### src/rtl/decoder_pkg.sv
`default_nettype none

package decoder_pkg;

    // Grid geometry, one column row per syndrome round
    localparam int GRID_WIDTH_X = 4;                          // Columns per round
    localparam int GRID_WIDTH_U = 3;                          // Rounds held in the array
    localparam int PU_COUNT     = GRID_WIDTH_X * GRID_WIDTH_U;

    // Growth units before a link counts as fully grown
    localparam int MAX_WEIGHT = 2;

    localparam int ADDRESS_WIDTH  = $clog2(PU_COUNT);
    localparam int LINK_BIT_WIDTH = $clog2(MAX_WEIGHT + 1);   // Counter must reach MAX_WEIGHT

    // Neighbor slots of a processing unit
    localparam int NEIGHBOR_COUNT    = 4;
    localparam int NEIGHBOR_IDX_WEST = 0;
    localparam int NEIGHBOR_IDX_EAST = 1;
    localparam int NEIGHBOR_IDX_DOWN = 2;                     // Towards the older round
    localparam int NEIGHBOR_IDX_UP   = 3;                     // Towards the newer round

    // Node address is round * GRID_WIDTH_X + column
    typedef logic [ADDRESS_WIDTH-1:0] address_t;

    typedef logic [LINK_BIT_WIDTH-1:0] weight_t;

    // Stage driven by the outside controller
    typedef enum logic [1:0] {
        STAGE_IDLE  = 2'd0,   // Hold everything
        STAGE_LOAD  = 2'd1,   // Shift in one row, restart clusters
        STAGE_GROW  = 2'd2,   // Grow links around odd clusters
        STAGE_MERGE = 2'd3    // Spread the smallest root
    } stage_t;

endpackage

`default_nettype wire
### src/rtl/decoding_graph.sv
`default_nettype none

module decoding_graph (
    input  logic                                 clk,
    input  logic                                 arst_n_i,
    input  logic [decoder_pkg::GRID_WIDTH_X-1:0] measurements_i,
    input  decoder_pkg::stage_t                  global_stage_i,
    output logic [decoder_pkg::PU_COUNT-1:0]     odd_clusters_o,
    output decoder_pkg::address_t                roots_o [decoder_pkg::PU_COUNT],
    output logic [decoder_pkg::PU_COUNT-1:0]     busy_o
);

    logic [decoder_pkg::PU_COUNT-1:0] defects;
    logic [decoder_pkg::PU_COUNT-1:0] odd;
    wire  [decoder_pkg::PU_COUNT-1:0] boundary_touch;
    wire  [decoder_pkg::PU_COUNT-1:0] busy;
    wire  decoder_pkg::address_t      roots [decoder_pkg::PU_COUNT];

    // Edge e of a round sits west of column e, edges 0 and X are boundaries
    wire ew_grown [decoder_pkg::GRID_WIDTH_U][decoder_pkg::GRID_WIDTH_X+1];
    // Edge k of a column sits below round k, edges 0 and U are never grown
    wire ud_grown [decoder_pkg::GRID_WIDTH_U+1][decoder_pkg::GRID_WIDTH_X];

    genvar u;
    genvar x;
    genvar e;

    syndrome_loader u_loader (
        .clk            (clk),
        .arst_n_i       (arst_n_i),
        .global_stage_i (global_stage_i),
        .measurements_i (measurements_i),
        .defects_o      (defects)
    );

    generate
        for (u = 0; u < decoder_pkg::GRID_WIDTH_U; u++) begin : g_pu_round
            for (x = 0; x < decoder_pkg::GRID_WIDTH_X; x++) begin : g_pu_col
                decoder_pkg::address_t                slot_roots [decoder_pkg::NEIGHBOR_COUNT];
                logic [decoder_pkg::NEIGHBOR_COUNT-1:0] slot_grown;

                // Slots without a partner node see their own root
                always_comb begin
                    slot_roots[decoder_pkg::NEIGHBOR_IDX_WEST] =
                        roots[(x > 0) ? u*decoder_pkg::GRID_WIDTH_X + x - 1
                                      : u*decoder_pkg::GRID_WIDTH_X + x];
                    slot_roots[decoder_pkg::NEIGHBOR_IDX_EAST] =
                        roots[(x < decoder_pkg::GRID_WIDTH_X - 1)
                              ? u*decoder_pkg::GRID_WIDTH_X + x + 1
                              : u*decoder_pkg::GRID_WIDTH_X + x];
                    slot_roots[decoder_pkg::NEIGHBOR_IDX_DOWN] =
                        roots[(u > 0) ? (u-1)*decoder_pkg::GRID_WIDTH_X + x
                                      : u*decoder_pkg::GRID_WIDTH_X + x];
                    slot_roots[decoder_pkg::NEIGHBOR_IDX_UP] =
                        roots[(u < decoder_pkg::GRID_WIDTH_U - 1)
                              ? (u+1)*decoder_pkg::GRID_WIDTH_X + x
                              : u*decoder_pkg::GRID_WIDTH_X + x];
                    slot_grown[decoder_pkg::NEIGHBOR_IDX_WEST] = ew_grown[u][x];
                    slot_grown[decoder_pkg::NEIGHBOR_IDX_EAST] = ew_grown[u][x+1];
                    slot_grown[decoder_pkg::NEIGHBOR_IDX_DOWN] = ud_grown[u][x];
                    slot_grown[decoder_pkg::NEIGHBOR_IDX_UP]   = ud_grown[u+1][x];
                end

                processing_unit #(
                    .ADDRESS (decoder_pkg::address_t'(u*decoder_pkg::GRID_WIDTH_X + x))
                ) u_pu (
                    .clk                    (clk),
                    .arst_n_i               (arst_n_i),
                    .global_stage_i         (global_stage_i),
                    .neighbor_roots_i       (slot_roots),
                    .neighbor_fully_grown_i (slot_grown),
                    .root_o                 (roots[u*decoder_pkg::GRID_WIDTH_X + x]),
                    .busy_o                 (busy[u*decoder_pkg::GRID_WIDTH_X + x])
                );

                // Only the outer columns own a boundary edge
                assign boundary_touch[u*decoder_pkg::GRID_WIDTH_X + x] =
                    ((x == 0) && ew_grown[u][x])
                    || ((x == decoder_pkg::GRID_WIDTH_X - 1) && ew_grown[u][x+1]);
            end
        end

        for (u = 0; u < decoder_pkg::GRID_WIDTH_U; u++) begin : g_ew_round
            for (e = 0; e <= decoder_pkg::GRID_WIDTH_X; e++) begin : g_ew_edge
                logic b_odd;

                if ((e > 0) && (e < decoder_pkg::GRID_WIDTH_X)) begin : g_inner
                    assign b_odd = odd[u*decoder_pkg::GRID_WIDTH_X + e];
                end else begin : g_boundary
                    assign b_odd = 1'b0;            // Boundary edge, single endpoint
                end

                neighbor_link u_link (
                    .clk            (clk),
                    .arst_n_i       (arst_n_i),
                    .global_stage_i (global_stage_i),
                    .a_odd_i        (odd[u*decoder_pkg::GRID_WIDTH_X + ((e > 0) ? e - 1 : 0)]),
                    .b_odd_i        (b_odd),
                    .fully_grown_o  (ew_grown[u][e])
                );
            end
        end

        for (u = 0; u <= decoder_pkg::GRID_WIDTH_U; u++) begin : g_ud_edge
            for (x = 0; x < decoder_pkg::GRID_WIDTH_X; x++) begin : g_ud_col
                if ((u == 0) || (u == decoder_pkg::GRID_WIDTH_U)) begin : g_open
                    assign ud_grown[u][x] = 1'b0;   // No time boundary on the outer rounds
                end else begin : g_link
                    neighbor_link u_link (
                        .clk            (clk),
                        .arst_n_i       (arst_n_i),
                        .global_stage_i (global_stage_i),
                        .a_odd_i        (odd[(u-1)*decoder_pkg::GRID_WIDTH_X + x]),
                        .b_odd_i        (odd[u*decoder_pkg::GRID_WIDTH_X + x]),
                        .fully_grown_o  (ud_grown[u][x])
                    );
                end
            end
        end
    endgenerate

    cluster_parity_unit u_parity (
        .defects_i        (defects),
        .roots_i          (roots),
        .boundary_touch_i (boundary_touch),
        .odd_o            (odd)
    );

    assign odd_clusters_o = odd;
    assign roots_o        = roots;
    assign busy_o         = busy;

endmodule

`default_nettype wire

### src/rtl/cluster_parity_unit.sv
`default_nettype none

module cluster_parity_unit (
    input  logic [decoder_pkg::PU_COUNT-1:0] defects_i,
    input  decoder_pkg::address_t            roots_i [decoder_pkg::PU_COUNT],
    input  logic [decoder_pkg::PU_COUNT-1:0] boundary_touch_i,
    output logic [decoder_pkg::PU_COUNT-1:0] odd_o
);

    logic [decoder_pkg::PU_COUNT-1:0] cluster_parity;
    logic [decoder_pkg::PU_COUNT-1:0] cluster_touch;

    // A cluster is the set of nodes that share one root, so every node
    // scans the whole array and collects the members of its own cluster.
    // All members of a cluster end up with the same flags.
    always_comb begin
        for (int i = 0; i < decoder_pkg::PU_COUNT; i++) begin
            cluster_parity[i] = 1'b0;
            cluster_touch[i]  = 1'b0;
            for (int j = 0; j < decoder_pkg::PU_COUNT; j++) begin
                if (roots_i[j] == roots_i[i]) begin
                    cluster_parity[i] = cluster_parity[i] ^ defects_i[j];
                    cluster_touch[i]  = cluster_touch[i] | boundary_touch_i[j];
                end
            end
        end
    end

    // A grown boundary absorbs any leftover defect
    assign odd_o = cluster_parity & ~cluster_touch;

endmodule

`default_nettype wire

### src/rtl/neighbor_link.sv
`default_nettype none

module neighbor_link (
    input  logic                clk,
    input  logic                arst_n_i,
    input  decoder_pkg::stage_t global_stage_i,
    input  logic                a_odd_i,
    input  logic                b_odd_i,
    output logic                fully_grown_o
);

    localparam int SUM_WIDTH = decoder_pkg::LINK_BIT_WIDTH + 1;

    decoder_pkg::weight_t  weight_q;
    logic [SUM_WIDTH-1:0]  grown_sum;           // One extra bit so two increments never wrap
    decoder_pkg::weight_t  weight_next;

    // Each odd endpoint pushes the link by one unit
    assign grown_sum = {1'b0, weight_q}
                     + SUM_WIDTH'(a_odd_i)
                     + SUM_WIDTH'(b_odd_i);

    always_comb begin
        if (grown_sum >= SUM_WIDTH'(decoder_pkg::MAX_WEIGHT)) begin
            weight_next = decoder_pkg::weight_t'(decoder_pkg::MAX_WEIGHT);   // Saturate
        end else begin
            weight_next = grown_sum[decoder_pkg::LINK_BIT_WIDTH-1:0];
        end
    end

    always_ff @(posedge clk or negedge arst_n_i) begin
        if (!arst_n_i) begin
            weight_q <= '0;
        end else begin
            case (global_stage_i)
                decoder_pkg::STAGE_LOAD: weight_q <= '0;       // Restart growth for a new syndrome
                decoder_pkg::STAGE_GROW: weight_q <= weight_next;
                default:                 weight_q <= weight_q;
            endcase
        end
    end

    assign fully_grown_o = (weight_q == decoder_pkg::weight_t'(decoder_pkg::MAX_WEIGHT));

endmodule

`default_nettype wire

### src/rtl/processing_unit.sv
`default_nettype none

module processing_unit #(
    parameter decoder_pkg::address_t ADDRESS = '0
) (
    input  logic                                   clk,
    input  logic                                   arst_n_i,
    input  decoder_pkg::stage_t                    global_stage_i,
    input  decoder_pkg::address_t                  neighbor_roots_i [decoder_pkg::NEIGHBOR_COUNT],
    input  logic [decoder_pkg::NEIGHBOR_COUNT-1:0] neighbor_fully_grown_i,
    output decoder_pkg::address_t                  root_o,
    output logic                                   busy_o
);

    decoder_pkg::address_t root_q;
    decoder_pkg::address_t min_root;

    // Smallest root reachable over a fully grown link
    always_comb begin
        min_root = root_q;
        for (int s = 0; s < decoder_pkg::NEIGHBOR_COUNT; s++) begin
            if (neighbor_fully_grown_i[s] && (neighbor_roots_i[s] < min_root)) begin
                min_root = neighbor_roots_i[s];
            end
        end
    end

    always_ff @(posedge clk or negedge arst_n_i) begin
        if (!arst_n_i) begin
            root_q <= ADDRESS;
        end else begin
            case (global_stage_i)
                decoder_pkg::STAGE_LOAD:  root_q <= ADDRESS;    // New syndrome, own cluster
                decoder_pkg::STAGE_MERGE: root_q <= min_root;
                default:                  root_q <= root_q;
            endcase
        end
    end

    assign root_o = root_q;

    // Still moving while a smaller root is visible
    assign busy_o = (global_stage_i == decoder_pkg::STAGE_MERGE) && (min_root != root_q);

endmodule

`default_nettype wire

### src/rtl/syndrome_loader.sv
`default_nettype none

module syndrome_loader (
    input  logic                                 clk,
    input  logic                                 arst_n_i,
    input  decoder_pkg::stage_t                  global_stage_i,
    input  logic [decoder_pkg::GRID_WIDTH_X-1:0] measurements_i,
    output logic [decoder_pkg::PU_COUNT-1:0]     defects_o
);

    // One register row per round, the newest row sits at the top
    logic [decoder_pkg::GRID_WIDTH_X-1:0] round_q [decoder_pkg::GRID_WIDTH_U];

    genvar k;

    generate
        for (k = 0; k < decoder_pkg::GRID_WIDTH_U; k++) begin : g_round
            logic [decoder_pkg::GRID_WIDTH_X-1:0] row_in;

            if (k == decoder_pkg::GRID_WIDTH_U - 1) begin : g_top
                assign row_in = measurements_i;    // Fresh measurements enter here
            end else begin : g_chain
                assign row_in = round_q[k+1];      // Rows move down one round per load
            end

            always_ff @(posedge clk or negedge arst_n_i) begin
                if (!arst_n_i) begin
                    round_q[k] <= '0;
                end else if (global_stage_i == decoder_pkg::STAGE_LOAD) begin
                    round_q[k] <= row_in;
                end
            end

            // Flatten into node order, round k covers addresses k*X to k*X+X-1
            assign defects_o[k*decoder_pkg::GRID_WIDTH_X +: decoder_pkg::GRID_WIDTH_X] =
                round_q[k];
        end
    endgenerate

endmodule

`default_nettype wire

### config.mk
export PLATFORM = sky130hd
export DESIGN_NAME = decoding_graph
export DESIGN_NICKNAME = d
export VERILOG_FILES = /design/src/rtl/decoder_pkg.sv /design/src/rtl/decoding_graph.sv /design/src/rtl/cluster_parity_unit.sv /design/src/rtl/neighbor_link.sv /design/src/rtl/processing_unit.sv /design/src/rtl/syndrome_loader.sv
export SDC_FILE = /design/constraint.sdc
export NUM_CORES = 1
export LEC_CHECK = 0
export BUFFER_PORTS_ARGS = -buffer_cell sky130_fd_sc_hd__buf_2
export CAP_MARGIN = 20
export CORE_ASPECT_RATIO = 0.9
export CORE_MARGIN = 5
export CORE_UTILIZATION = 40
export DETAILED_ROUTE_END_ITERATION = 16
export PLACE_DENSITY = 0.57
export SYNTH_ARGS = -nofsm -noshare
export SYNTH_HDL_FRONTEND = slang
export SYNTH_SLANG_ARGS = --single-unit
### constraint.sdc
create_clock -name clk -period 10.5 [get_ports clk]
set_clock_uncertainty 0.05 [all_clocks]
set_input_delay 0 -clock clk [delete_from_list [all_inputs] [get_ports clk]]
set_output_delay 0 -clock clk [all_outputs]
set_load 0.01 [all_outputs]
# Yosys cells after proc, flatten, opt, wreduce, memory -nomap -nowiden
# Cells that the tools add are included.
# Widths: inputs -> output; s select.
dict set report word_totals {
  reg_bits 106
  input_bits 8
  out_inout_bits 72
  word_cells 846
}
dict set report op_classes {
  add_sub_neg 40
  order_cmp 60
  n_eq_ne 170
  muxes 293
  n_bitwise 194
  reduce_logical 51
}
# cell n
set ops {}
lappend ops {{$eq 4x4->1} 132}
lappend ops {{$mux 1} 198}
lappend ops {{$lt 4x4->1} 37}
lappend ops {{$mux 4} 37}
lappend ops {{$xor 1x1->1} 132}
lappend ops {{$pmux 4 s2} 12}
lappend ops {{$pmux 2 s2} 23}
lappend ops {{$add 2x1->3} 23}
lappend ops {{$ge 3x2->1 const B} 23}
lappend ops {{$or 1x1->1} 60}
lappend ops {{$add 3x1->3} 17}
lappend ops {{$eq 2x2->1 const B} 25}
lappend ops {{$logic_and 1x1->1} 49}
lappend ops {{$ne 4x4->1} 12}
lappend ops {{$mux 2} 23}
lappend ops {{$and 12x12->12} 1}
lappend ops {{$not 12->12} 1}
lappend ops {{$reduce_bool 2->1} 2}
lappend ops {{$eq 2x1->1 const B} 1}

# Logic depth before layout (Yosys ltp)
# Gate-level depths: netlist of run 1.
dict set report depth {
  depth_word 29
  ltp_mapped 33
  ltp_nobuf 30
}

# Modules after synthesis
# From an unflattened synthesis of run 1, not the netlist that was laid out.
dict set report unflattened {
  cells_unflattened 2476
  area_unflattened_um2 21474.3
}
# mod instances cells_per_inst area_each_um2
set by_module_without_submodules {}
lappend by_module_without_submodules {cluster_parity_unit 1 762 6223.5}
lappend by_module_without_submodules {{neighbor_link at g_ew_round[0].g_ew_edge[0].u_link ...} 17 16 143.9}
lappend by_module_without_submodules {{processing_unit at g_pu_round[1].g_pu_col[2].u_pu} 1 111 1057.3}
lappend by_module_without_submodules {{processing_unit at g_pu_round[1].g_pu_col[0].u_pu} 1 126 1032.2}
lappend by_module_without_submodules {{processing_unit at g_pu_round[1].g_pu_col[1].u_pu} 1 126 1014.7}
lappend by_module_without_submodules {{processing_unit at g_pu_round[1].g_pu_col[3].u_pu} 1 113 1008.5}
lappend by_module_without_submodules {{processing_unit at g_pu_round[2].g_pu_col[3].u_pu} 1 112 998.5}
lappend by_module_without_submodules {{processing_unit at g_pu_round[2].g_pu_col[1].u_pu} 1 112 969.7}
lappend by_module_without_submodules {{processing_unit at g_pu_round[2].g_pu_col[0].u_pu} 1 112 965.9}
lappend by_module_without_submodules {{processing_unit at g_pu_round[0].g_pu_col[1].u_pu} 1 111 964.7}
lappend by_module_without_submodules {{processing_unit at g_pu_round[0].g_pu_col[0].u_pu} 1 111 957.2}
lappend by_module_without_submodules {{neighbor_link at g_ud_edge[1].g_ud_col[0].g_link.u_link ...} 6 16 148.9}
lappend by_module_without_submodules {{processing_unit at g_pu_round[2].g_pu_col[2].u_pu} 1 97 823.3}
lappend by_module_without_submodules {{processing_unit at g_pu_round[0].g_pu_col[2].u_pu} 1 95 814.5}
lappend by_module_without_submodules {{3 more rows} n/a n/a n/a}

# Worst setup path after synthesis of run 1
# Ideal clock, no wire load.
dict set report synth_path {
  path_kind {register -> output}
  from {register g_pu_round[1].g_pu_col[2].u_pu.root_q[2]}
  to {output busy_o[6] in the netlist's numbering}
  t_arrival_ns 6.668
  slack_ns 3.782
  stages_incl_launch_ff 32
  cell_sequence {dfstp_2 > clkbuf_1 > buf_2 > inv_1 > ha_1 > o21ai_0 > a21oi_1 > or2_1 > o21ai_0 > inv_1 > ha_1 > a21oi_1 > nand3b_1 > or2_2 > o31a_1 > mux2_1 > inv_1 > ha_1 > o21ai_1 > nand2b_1 > a211oi_1 > a21oi_1 > mux2i_1 > inv_1 > ha_1 > a21oi_1 > nand2_1 > o31ai_4 > mux2_2 > xnor2_1 > o41a_1 > buf_4}
}
dict set report synth_between {
  elab_chain_cells 14
}
# element line
set synth_lines {}
lappend synth_lines {{start, declared} processing_unit.sv:15} ;# decoder_pkg::address_t root_q;
lappend synth_lines {{start signal, assigned} processing_unit.sv:34} ;# decoder_pkg::STAGE_MERGE: root_q <= min_root;
lappend synth_lines {{start signal, assigned} processing_unit.sv:35} ;# default: root_q <= root_q;
lappend synth_lines {{$lt 4x4->1} processing_unit.sv:22} ;# if (neighbor_fully_grown_i[s] && (neighbor_roots_i[s] < min_root)) begin
lappend synth_lines {{$logic_and 1x1->1} processing_unit.sv:22}
lappend synth_lines {{$mux 4} processing_unit.sv:22}
lappend synth_lines {{$lt 4x4->1} processing_unit.sv:22}
lappend synth_lines {{$logic_and 1x1->1} processing_unit.sv:22}
lappend synth_lines {{$mux 4} processing_unit.sv:22}
lappend synth_lines {{$lt 4x4->1} processing_unit.sv:22}
lappend synth_lines {{$logic_and 1x1->1} processing_unit.sv:22}
lappend synth_lines {{$mux 4} processing_unit.sv:22}
lappend synth_lines {{$lt 4x4->1} processing_unit.sv:22}
lappend synth_lines {{$logic_and 1x1->1} processing_unit.sv:22}
lappend synth_lines {{$mux 4} processing_unit.sv:22}
lappend synth_lines {{$ne 4x4->1 (*)} processing_unit.sv:43} ;# assign busy_o = (global_stage_i == decoder_pkg::STAGE_MERGE) && (min_root != root_q);
lappend synth_lines {{$logic_and 1x1->1 (*)} processing_unit.sv:43}
lappend synth_lines {{end, declared} decoding_graph.sv:10} ;# output logic [decoder_pkg::PU_COUNT-1:0] busy_o
# Mark *: on every way between the ends. The rest lies on a longest branch, timed or not.

# Worst setup path after layout of run 1
dict set report layout_path {
  from {register g_pu_round[1].g_pu_col[0].u_pu.root_q[1]}
  to {output busy_o[5] in the netlist's numbering}
}
dict set report layout_between {
  elab_chain_cells 14
}
# element line
set layout_lines {}
lappend layout_lines {{start, declared} processing_unit.sv:15}
lappend layout_lines {{start signal, assigned} processing_unit.sv:34}
lappend layout_lines {{start signal, assigned} processing_unit.sv:35}
lappend layout_lines {{$lt 4x4->1} processing_unit.sv:22}
lappend layout_lines {{$logic_and 1x1->1} processing_unit.sv:22}
lappend layout_lines {{$mux 4 (*)} processing_unit.sv:22}
lappend layout_lines {{$lt 4x4->1} processing_unit.sv:22}
lappend layout_lines {{$logic_and 1x1->1} processing_unit.sv:22}
lappend layout_lines {{$mux 4 (*)} processing_unit.sv:22}
lappend layout_lines {{$lt 4x4->1} processing_unit.sv:22}
lappend layout_lines {{$logic_and 1x1->1} processing_unit.sv:22}
lappend layout_lines {{$mux 4 (*)} processing_unit.sv:22}
lappend layout_lines {{$lt 4x4->1} processing_unit.sv:22}
lappend layout_lines {{$logic_and 1x1->1} processing_unit.sv:22}
lappend layout_lines {{$mux 4 (*)} processing_unit.sv:22}
lappend layout_lines {{$ne 4x4->1 (*)} processing_unit.sv:43}
lappend layout_lines {{$logic_and 1x1->1 (*)} processing_unit.sv:43}
# Marked as above.

==> results of run 1 <==
[metal layers]
layer  up-vias  global-route usage (%)
li1       6575                       -
met1      6812                    31.9
met2       536                    39.8
met3        97                    4.01
met4         0                    8.77
met5         -                       0
[power breakdown]
group          switching [W]  internal [W]
Sequential          0.000404      0.000558
Clock               0.000193      0.000171
Combinational        0.00249       0.00176
Total                0.00309       0.00249
[worst max-delay path, delay by kind of cell (launching register included)]
| family | cells | cell delay (ns) |
|---|---|---|
| AO/OA/AOI/OAI | 11 | 2.92 |
| AND/OR/NAND/NOR | 7 | 1.44 |
| adder cells (fa/ha/maj) | 4 | 1.17 |
| flip-flops | 1 | 0.88 |
| multiplexers | 2 | 0.62 |
| buffers and inverters | 3 | 0.49 |
| XOR/XNOR | 1 | 0.10 |
[registers in the layout, indices dropped and copies added (netlist names)]
name	flops
u_loader.g_round.row_in	8
g_ew_round.g_ew_edge.u_link.weight_q	30
u_loader.defects_o	4
g_ud_edge.g_ud_col.g_link.u_link.weight_q	16
g_pu_round.g_pu_col.u_pu.root_o	48
[cell type report]
class / count / area (µm²)
Sequential cell: 106 / 2680
Clock inverter: 6 / 47.5
Timing Repair Buffer: 124 / 746
Clock buffer: 10 / 239
Inverter: 149 / 559
Tap cell: 532 / 666
Multi-Input combinational cell: 1532 / 12000
Fill cell: 4038 / 22600
[metrics by stage]
| step | hold WS, ns | std cells | utilization (%) | total power [W] | setup slack, ns |
|---|---|---|---|---|---|
| after detailed placement | 0.0542 | 2436 | 41.9 | 0.00518 | 2.95 |
| after floorplan | -0.346 | 1954 | - | 0.00410 | 3.78 |
| after global routing | 0.123 | 2459 | 42.8 | 0.00609 | 1.77 |
| after CTS | 0.0975 | 2457 | 42.8 | 0.00558 | 2.45 |
| final | 0.126 | 2459 | 42.8 | 0.00557 | 2.39 |
| after global placement | 0.0568 | 2436 | 41.9 | 0.00505 | 3.23 |
[placed cells by master (no fill, tap or decap), types with 8 or more instances in the layout]
| cell type | instances |
|---|---|
| o41a_1 | 14 |
| buf_2 | 79 |
| inv_1 | 145 |
| o21ai_0 | 88 |
| a211oi_1 | 9 |
| xor2_1 | 264 |
| nor2b_1 | 12 |
| a21oi_1 | 52 |
| nand2_1 | 238 |
| o31ai_1 | 28 |
| a22o_1 | 24 |
| nor4_1 | 51 |
| a31oi_1 | 16 |
| and3_1 | 9 |
| o21a_1 | 8 |
| nand2b_1 | 38 |
| buf_4 | 40 |
| a21o_1 | 11 |
| ha_1 | 151 |
| o21ai_1 | 12 |
| a211o_1 | 8 |
| nor3_1 | 33 |
| nand3_1 | 18 |
| fa_1 | 13 |
| or2_2 | 10 |
| mux2_2 | 41 |
| and4_1 | 10 |
| mux2i_1 | 85 |
| dfrtp_1 | 86 |
| nor2_1 | 33 |
| clkbuf_16 | 9 |
| dfstp_2 | 20 |
| xnor2_1 | 141 |
[Yosys cell counts (51+ instances only)]
master | number | area share [%]
xor2_1 | 264 | 14
nand2_1 | 238 | 5.6
ha_1 | 154 | 12
inv_1 | 145 | 3.4
xnor2_1 | 141 | 7.7
o21ai_0 | 88 | 2.7
dfrtp_1 | 86 | 13
mux2i_1 | 85 | 5.3
buf_2 | 64 | 2.0
clkbuf_1 | 61 | 1.4
a21oi_1 | 52 | 1.6
nor4_1 | 51 | 2.0
[what timing repair did]
item | in CTS | in global routing
hold buffers | 5 | 0
endpoints found under the hold margin | 45 | 0
buffers inserted | 0 | 0
setup endpoints to repair | 0 | 0
[worst paths after layout]
check | end | slack [ns] | cells past startpoint
worst max-delay path | busy_o[5] | 2.39 | 28
worst min-delay path | g_pu_round[2].g_pu_col[2].u_pu.root_o[3]$_DFFE_PN1P_ | 0.13 | 3
worst max register to register | g_pu_round[1].g_pu_col[1].u_pu.root_o[1]$_DFFE_PN0P_ | 3.19 | 26
worst min register to register | g_ew_round[2].g_ew_edge[0].u_link.weight_q[1]$_DFFE_PN0P_ | 0.44 | 2
max in group asynchronous | g_pu_round[1].g_pu_col[3].u_pu.root_o[3]$_DFFE_PN0P_ | 9.00 | 3
min in group asynchronous | u_loader.g_round[1].row_in[3]$_DFFE_PN0P_ | 0.14 | 2
[logic make-up after synthesis]
group,after synthesis,synth area share (%)
adder cells (fa/ha/maj),167,13.7
AND/OR/NAND/NOR,496,15.5
flip-flops,106,16.7
XOR/XNOR,408,22.6
buffers and inverters,316,8.56
AO/OA/AOI/OAI,330,14.4
multiplexers,131,8.64
==> run_results.csv, run 1 <==
group,metric,value,unit
layout,syn_to_final_growth,5.68,%
setup_path,crit_type,"flop to primary output",
setup_path,cp_data_arrival_time,8.06,ns
layout,design_area,16900,µm²
power,ir_worst_vdd,0.203,mV
placed_design,postPlaceCellArea,16600,µm²
detailed_routing,highest_layer,"met4",
layout,fin_nets,2097,
power,leakage,7.52,nW
clock_network,clock_latency,0.41,ns
floorplanning,start_util,40.5,%
detailed_routing,postRouteWirelength,54200,µm
detailed_routing,wl_met2,24800,µm
yosys,synth_warnings,0,
clock_network,clock-sinks,106,
yosys,ys_seq_elements,106,
detailed_routing,wl_met1,23700,µm
yosys,synth_cell_types,82,
global_route,antenna_found_initial,1,
yosys,synth_edf_count,0,
setup_path,cp_max_fo,16,
clock_network,cts_buffers,9,
global_route,overflow,0,
power,power.density,329,nW/µm²
setup_path,required,10.45,ns
setup_path,cp_slowest_cell,"dfrtp_1",
layout,layout-drive-gt1-share,12.5,%
floorplanning,core_region_area,39500,µm²
floorplanning,ios,80,
yosys,syn-instance-count,1954,
placed_design,numPortBuffers,79,
setup_path,regToRegStartpoint,"g_pu_round[1].g_pu_col[0].u_pu.root_o[1]$_DFFE_PN0P_",
global_route,grt_pass1_wl,82700,µm
global_route,grt_use_total,24.0,%
timing,worstMarginPinSlew,1.17,ns
yosys,ys_seq_area_share,16.7,%
floorplanning,die_y,200,µm
yosys,syn-cell-area,16000,µm²
flow_run,cap_violations,0,
timing,max_clock_freq,0.123,GHz
setup_path,cp_common_cell,"ha_1",
detailed_routing,drt-vias-per-instance,5.70,
placed_design,hpwlAfterDp,37900,µm
timing,fin_crit_sh,77.2,%
detailed_routing,dr.pass1.iters,5,
global_route,grt_max_degree,93,
setup_path,end_kind,"primary output",
timing,min_period,8.11,ns
setup_path,worst_path_largest_cell_delay,0.88,ns
clock_network,clk_pin_slew,0.09,ns
timing,rsz0062_at_grt,"no",
detailed_routing,detailedRoute.firstIterationViolations,1068,
timing,setup_tns,0,ns
detailed_routing,drc,0,
layout,num_antenna_cells,0,
floorplanning,die_area,44200,µm²
yosys,synth.avg_cell_area,8.20,µm²
global_route,grt_pass1_vias,13600,
floorplanning,die_w,221,µm
detailed_routing,vias,14000,
timing,slew_headroom,22.1,%
clock_network,tritoncts,"built",
clock_network,cts_buffer_depth,2,
clock_network,cts_root_buf,"clkbuf_16",
timing,finalHoldViolCount,0,
outcome,outcome,"completed",
placed_design,globalplace.congestion,0.954,
timing,slew_violations,0,
yosys,syn_nets,2129,
setup_path,critPathLaunchType,"flop",
detailed_routing,ant_nets,0,
hold_path,hp-start,"global_stage_i[1]",
floorplanning,row_count,69,
hold_path,hold_path.class,"primary input to flop",
setup_path,crit_path_start,"g_pu_round[1].g_pu_col[0].u_pu.root_o[1]$_DFFE_PN0P_",
clock_network,h-tree-depth,3,
timing,setup_viol,0,
clock_network,cts_resized,0,
yosys,synthArstFlopShare,100,%
detailed_routing,dr_wl_met3,3930,µm
yosys,synth_ff_type,"dfrtp_1",
detailed_routing,routedWlPerCell,22.0,µm
No activity file was read; power rests on OpenSTA's default activity.
==> run 2, diff against run 1 <==
==> constraint.sdc (replaced) <==
create_clock -name clk -period 8 [get_ports clk]
set_clock_uncertainty 0.05 [all_clocks]
set_input_delay 0 -clock clk [delete_from_list [all_inputs] [get_ports clk]]
set_output_delay 0 -clock clk [all_outputs]
set_load 0.01 [all_outputs]
==> run 2 against run 1 <==
Net effect: utilization increased by 0.31 points; largest power group unchanged; clock-buffer cell count decreased by 1; first-iteration DRC count increased by 12%; flip-flop and latch count unchanged; sequential power increased by 14%; clock power increased by 41%; die area unchanged; cell count increased by 0.49%; global-route usage increased by 0.43 points; highest routed layer unchanged; via count increased by 0.25%.
==> run_results.csv, run 2 (synthesis gave the netlist of run 1 again) <==
group,metric,value,unit
setup_path,crit_type,"flop to primary output",
clock_network,h-tree-depth,3,
layout,largest_reg_flops,48,
detailed_routing,routedWlPerCell,22.2,µm
hold_path,holdPathStages,3,
timing,setup_viol,0,
power,power.density,433,nW/µm²
global_route,overflow,0,
global_route,use_met3,5.28,%
timing,slew_headroom,24.9,%
timing,fin_crit_sh,94.4,%
layout,num_antenna_cells,0,
floorplanning,start_util,40.5,%
clock_network,cts_buffer_depth,2,
detailed_routing,postRouteWirelength,54900,µm
setup_path,cp_slowest_cell,"dfstp_2",
placed_design,globalplace.congestion,0.904,
layout,final_cell_mix,"xor2_1, nand2_1, ha_1",
setup_path,required,7.95,ns
timing,max_clock_freq,0.132,GHz
setup_path,worst_path_largest_cell_delay,0.53,ns
global_route,grt_max_degree,93,
detailed_routing,ant_nets,0,
timing,setup_tns,0,ns
clock_network,cts_root_buf,"clkbuf_16",
setup_path,cp_common_cell,"ha_1",
detailed_routing,vias,14100,
layout,layout-drive-gt1-share,13.0,%
global_route,grt_use_total,24.4,%
clock_network,clock_latency,0.41,ns
flow_run,cap_violations,0,
clock_network,post-cts-setup-buffers,0,
global_route,grt_pass1_wl,83900,µm
floorplanning,die_area,44200,µm²
layout,fill_cells,4026,
clock_network,tritoncts,"built",
global_route,busiest_layer,"met2",
timing,worstMarginPinSlew,1.12,ns
layout,syn_to_final_growth,6.45,%
hold_path,hold_path.class,"primary input to flop",
clock_network,clk_pin_slew,0.09,ns
setup_path,cp_max_fo,6,
power,ir_worst_vdd,0.195,mV
setup_path,r2r.worst_path.cells,26,
placed_design,pre_cts_ws,0.981,ns
global_route,antenna_found_initial,0,
detailed_routing,drc,0,
floorplanning,core_region_area,39500,µm²
floorplanning,row_count,69,
timing,slew_violations,0,
timing,rsz0062_at_grt,"no",
detailed_routing,detailedRoute.firstIterationViolations,1193,
floorplanning,die_w,221,µm
global_route,met1_usage,31.1,%
layout,register_area,2680,µm²
timing,min_period,7.55,ns
placed_design,numPortBuffers,79,
power,leakage,7.59,nW
outcome,outcome,"completed",
layout,fin_nets,2109,
detailed_routing,dr.pass1.iters,5,
timing,finalHoldViolCount,0,
setup_path,crit_path_start,"g_pu_round[1].g_pu_col[0].u_pu.root_o[2]$_DFFE_PN1P_",
floorplanning,ios,80,
placed_design,hpwlAfterDp,38400,µm
timing,worst_slack,0.449,ns
setup_path,cp_data_arrival_time,7.50,ns
global_route,grt_util_met2,40.3,%
hold_path,hp-start,"global_stage_i[1]",
setup_path,regToRegStartpoint,"g_pu_round[1].g_pu_col[0].u_pu.root_o[2]$_DFFE_PN1P_",
setup_path,critPathLaunchType,"flop",
detailed_routing,drt-vias-per-instance,5.69,
layout,final_common_cell,"xor2_1",
global_route,grt_pass1_vias,14200,
floorplanning,die_y,200,µm
setup_path,end_kind,"primary output",
clock_network,cts_buffers,9,
layout,multi_input_area,12000,µm²
clock_network,clock-sinks,106,
run 2: cell types whose count changed in the layout (fill, tap and decap cells not counted):
cell / change
inv_6: -1
clkbuf_8: -1
o21ai_0: -2
bufinv_16: +1
a41oi_1: -1
a41oi_2: +1
clkinv_8: +1
o21ai_1: +2
buf_2: -1
buf_4: +13
run 2: timing repair:
item	4_1_cts	5_1_grt
setup endpoints to repair	0	2
gates resized for setup	0	3
hold buffers	5	0
hold endpoints to repair	46	0
run 2: worst paths after layout:
kind	endpoint	slack [ns]
min in group asynchronous	g_ew_round[1].g_ew_edge[0].u_link.weight_q[1]$_DFFE_PN0P_	0.17
setup / recovery	busy_o[5]	0.45
hold reg to reg	g_ew_round[0].g_ew_edge[0].u_link.weight_q[1]$_DFFE_PN0P_	0.43
setup reg to reg	g_pu_round[1].g_pu_col[1].u_pu.root_o[1]$_DFFE_PN0P_	1.23
max in group asynchronous	g_pu_round[1].g_pu_col[2].u_pu.root_o[3]$_DFFE_PN0P_	6.45
hold / removal	g_pu_round[2].g_pu_col[3].u_pu.root_o[3]$_DFFE_PN1P_	0.04
run 2: through the flow:
step	cells	power, W	utilization [%]	hold WS, ns	area (µm²)
final	2471	0.00739	43.1	0.0380	17100
after global routing	2471	0.00813	43.1	0.0567	17100
after CTS	2471	0.00740	43.1	0.0226	17000
after detailed placement	2450	0.00684	42.2	0.0781	16700
after global placement	2450	0.00668	42.2	0.0732	16700
after floorplan	1954	0.00538	-	-0.346	16000
run 2: layout make-up:
cell class,instances,share of cell area (%)
multi-input cells,1532,70.4
flip-flops and latches,106,15.7
repair buffers,136,4.92
well taps,532,3.90
inverters,149,3.28
clock buffers,9,1.32
clock inverters,7,0.499
run 2: worst max-delay path, delay by kind of cell, from the launching register on:
kind                     cells  cell delay, ns
AND/OR/NAND/NOR              7            1.50
multiplexers                 2            0.61
adder cells (fa/ha/maj)      4            1.13
XOR/XNOR                     1            0.10
AO/OA/AOI/OAI               11            2.88
buffers and inverters        3            0.34
flip-flops                   1            0.53
run 2: per-layer routing:
layer	vias to the layer above	wire length [µm]
li1	6576	-
met1	6847	23900
met2	513	25000
met3	119	3770
met4	0	2240
met5	-	0
run 2: report_power, final:
group / total [W] / switching, W / internal (W)
Combinational: 0.00578 / 0.00345 / 0.00233
Sequential: 0.00110 / 0.000370 / 0.000729
Clock: 0.000511 / 0.000262 / 0.000249
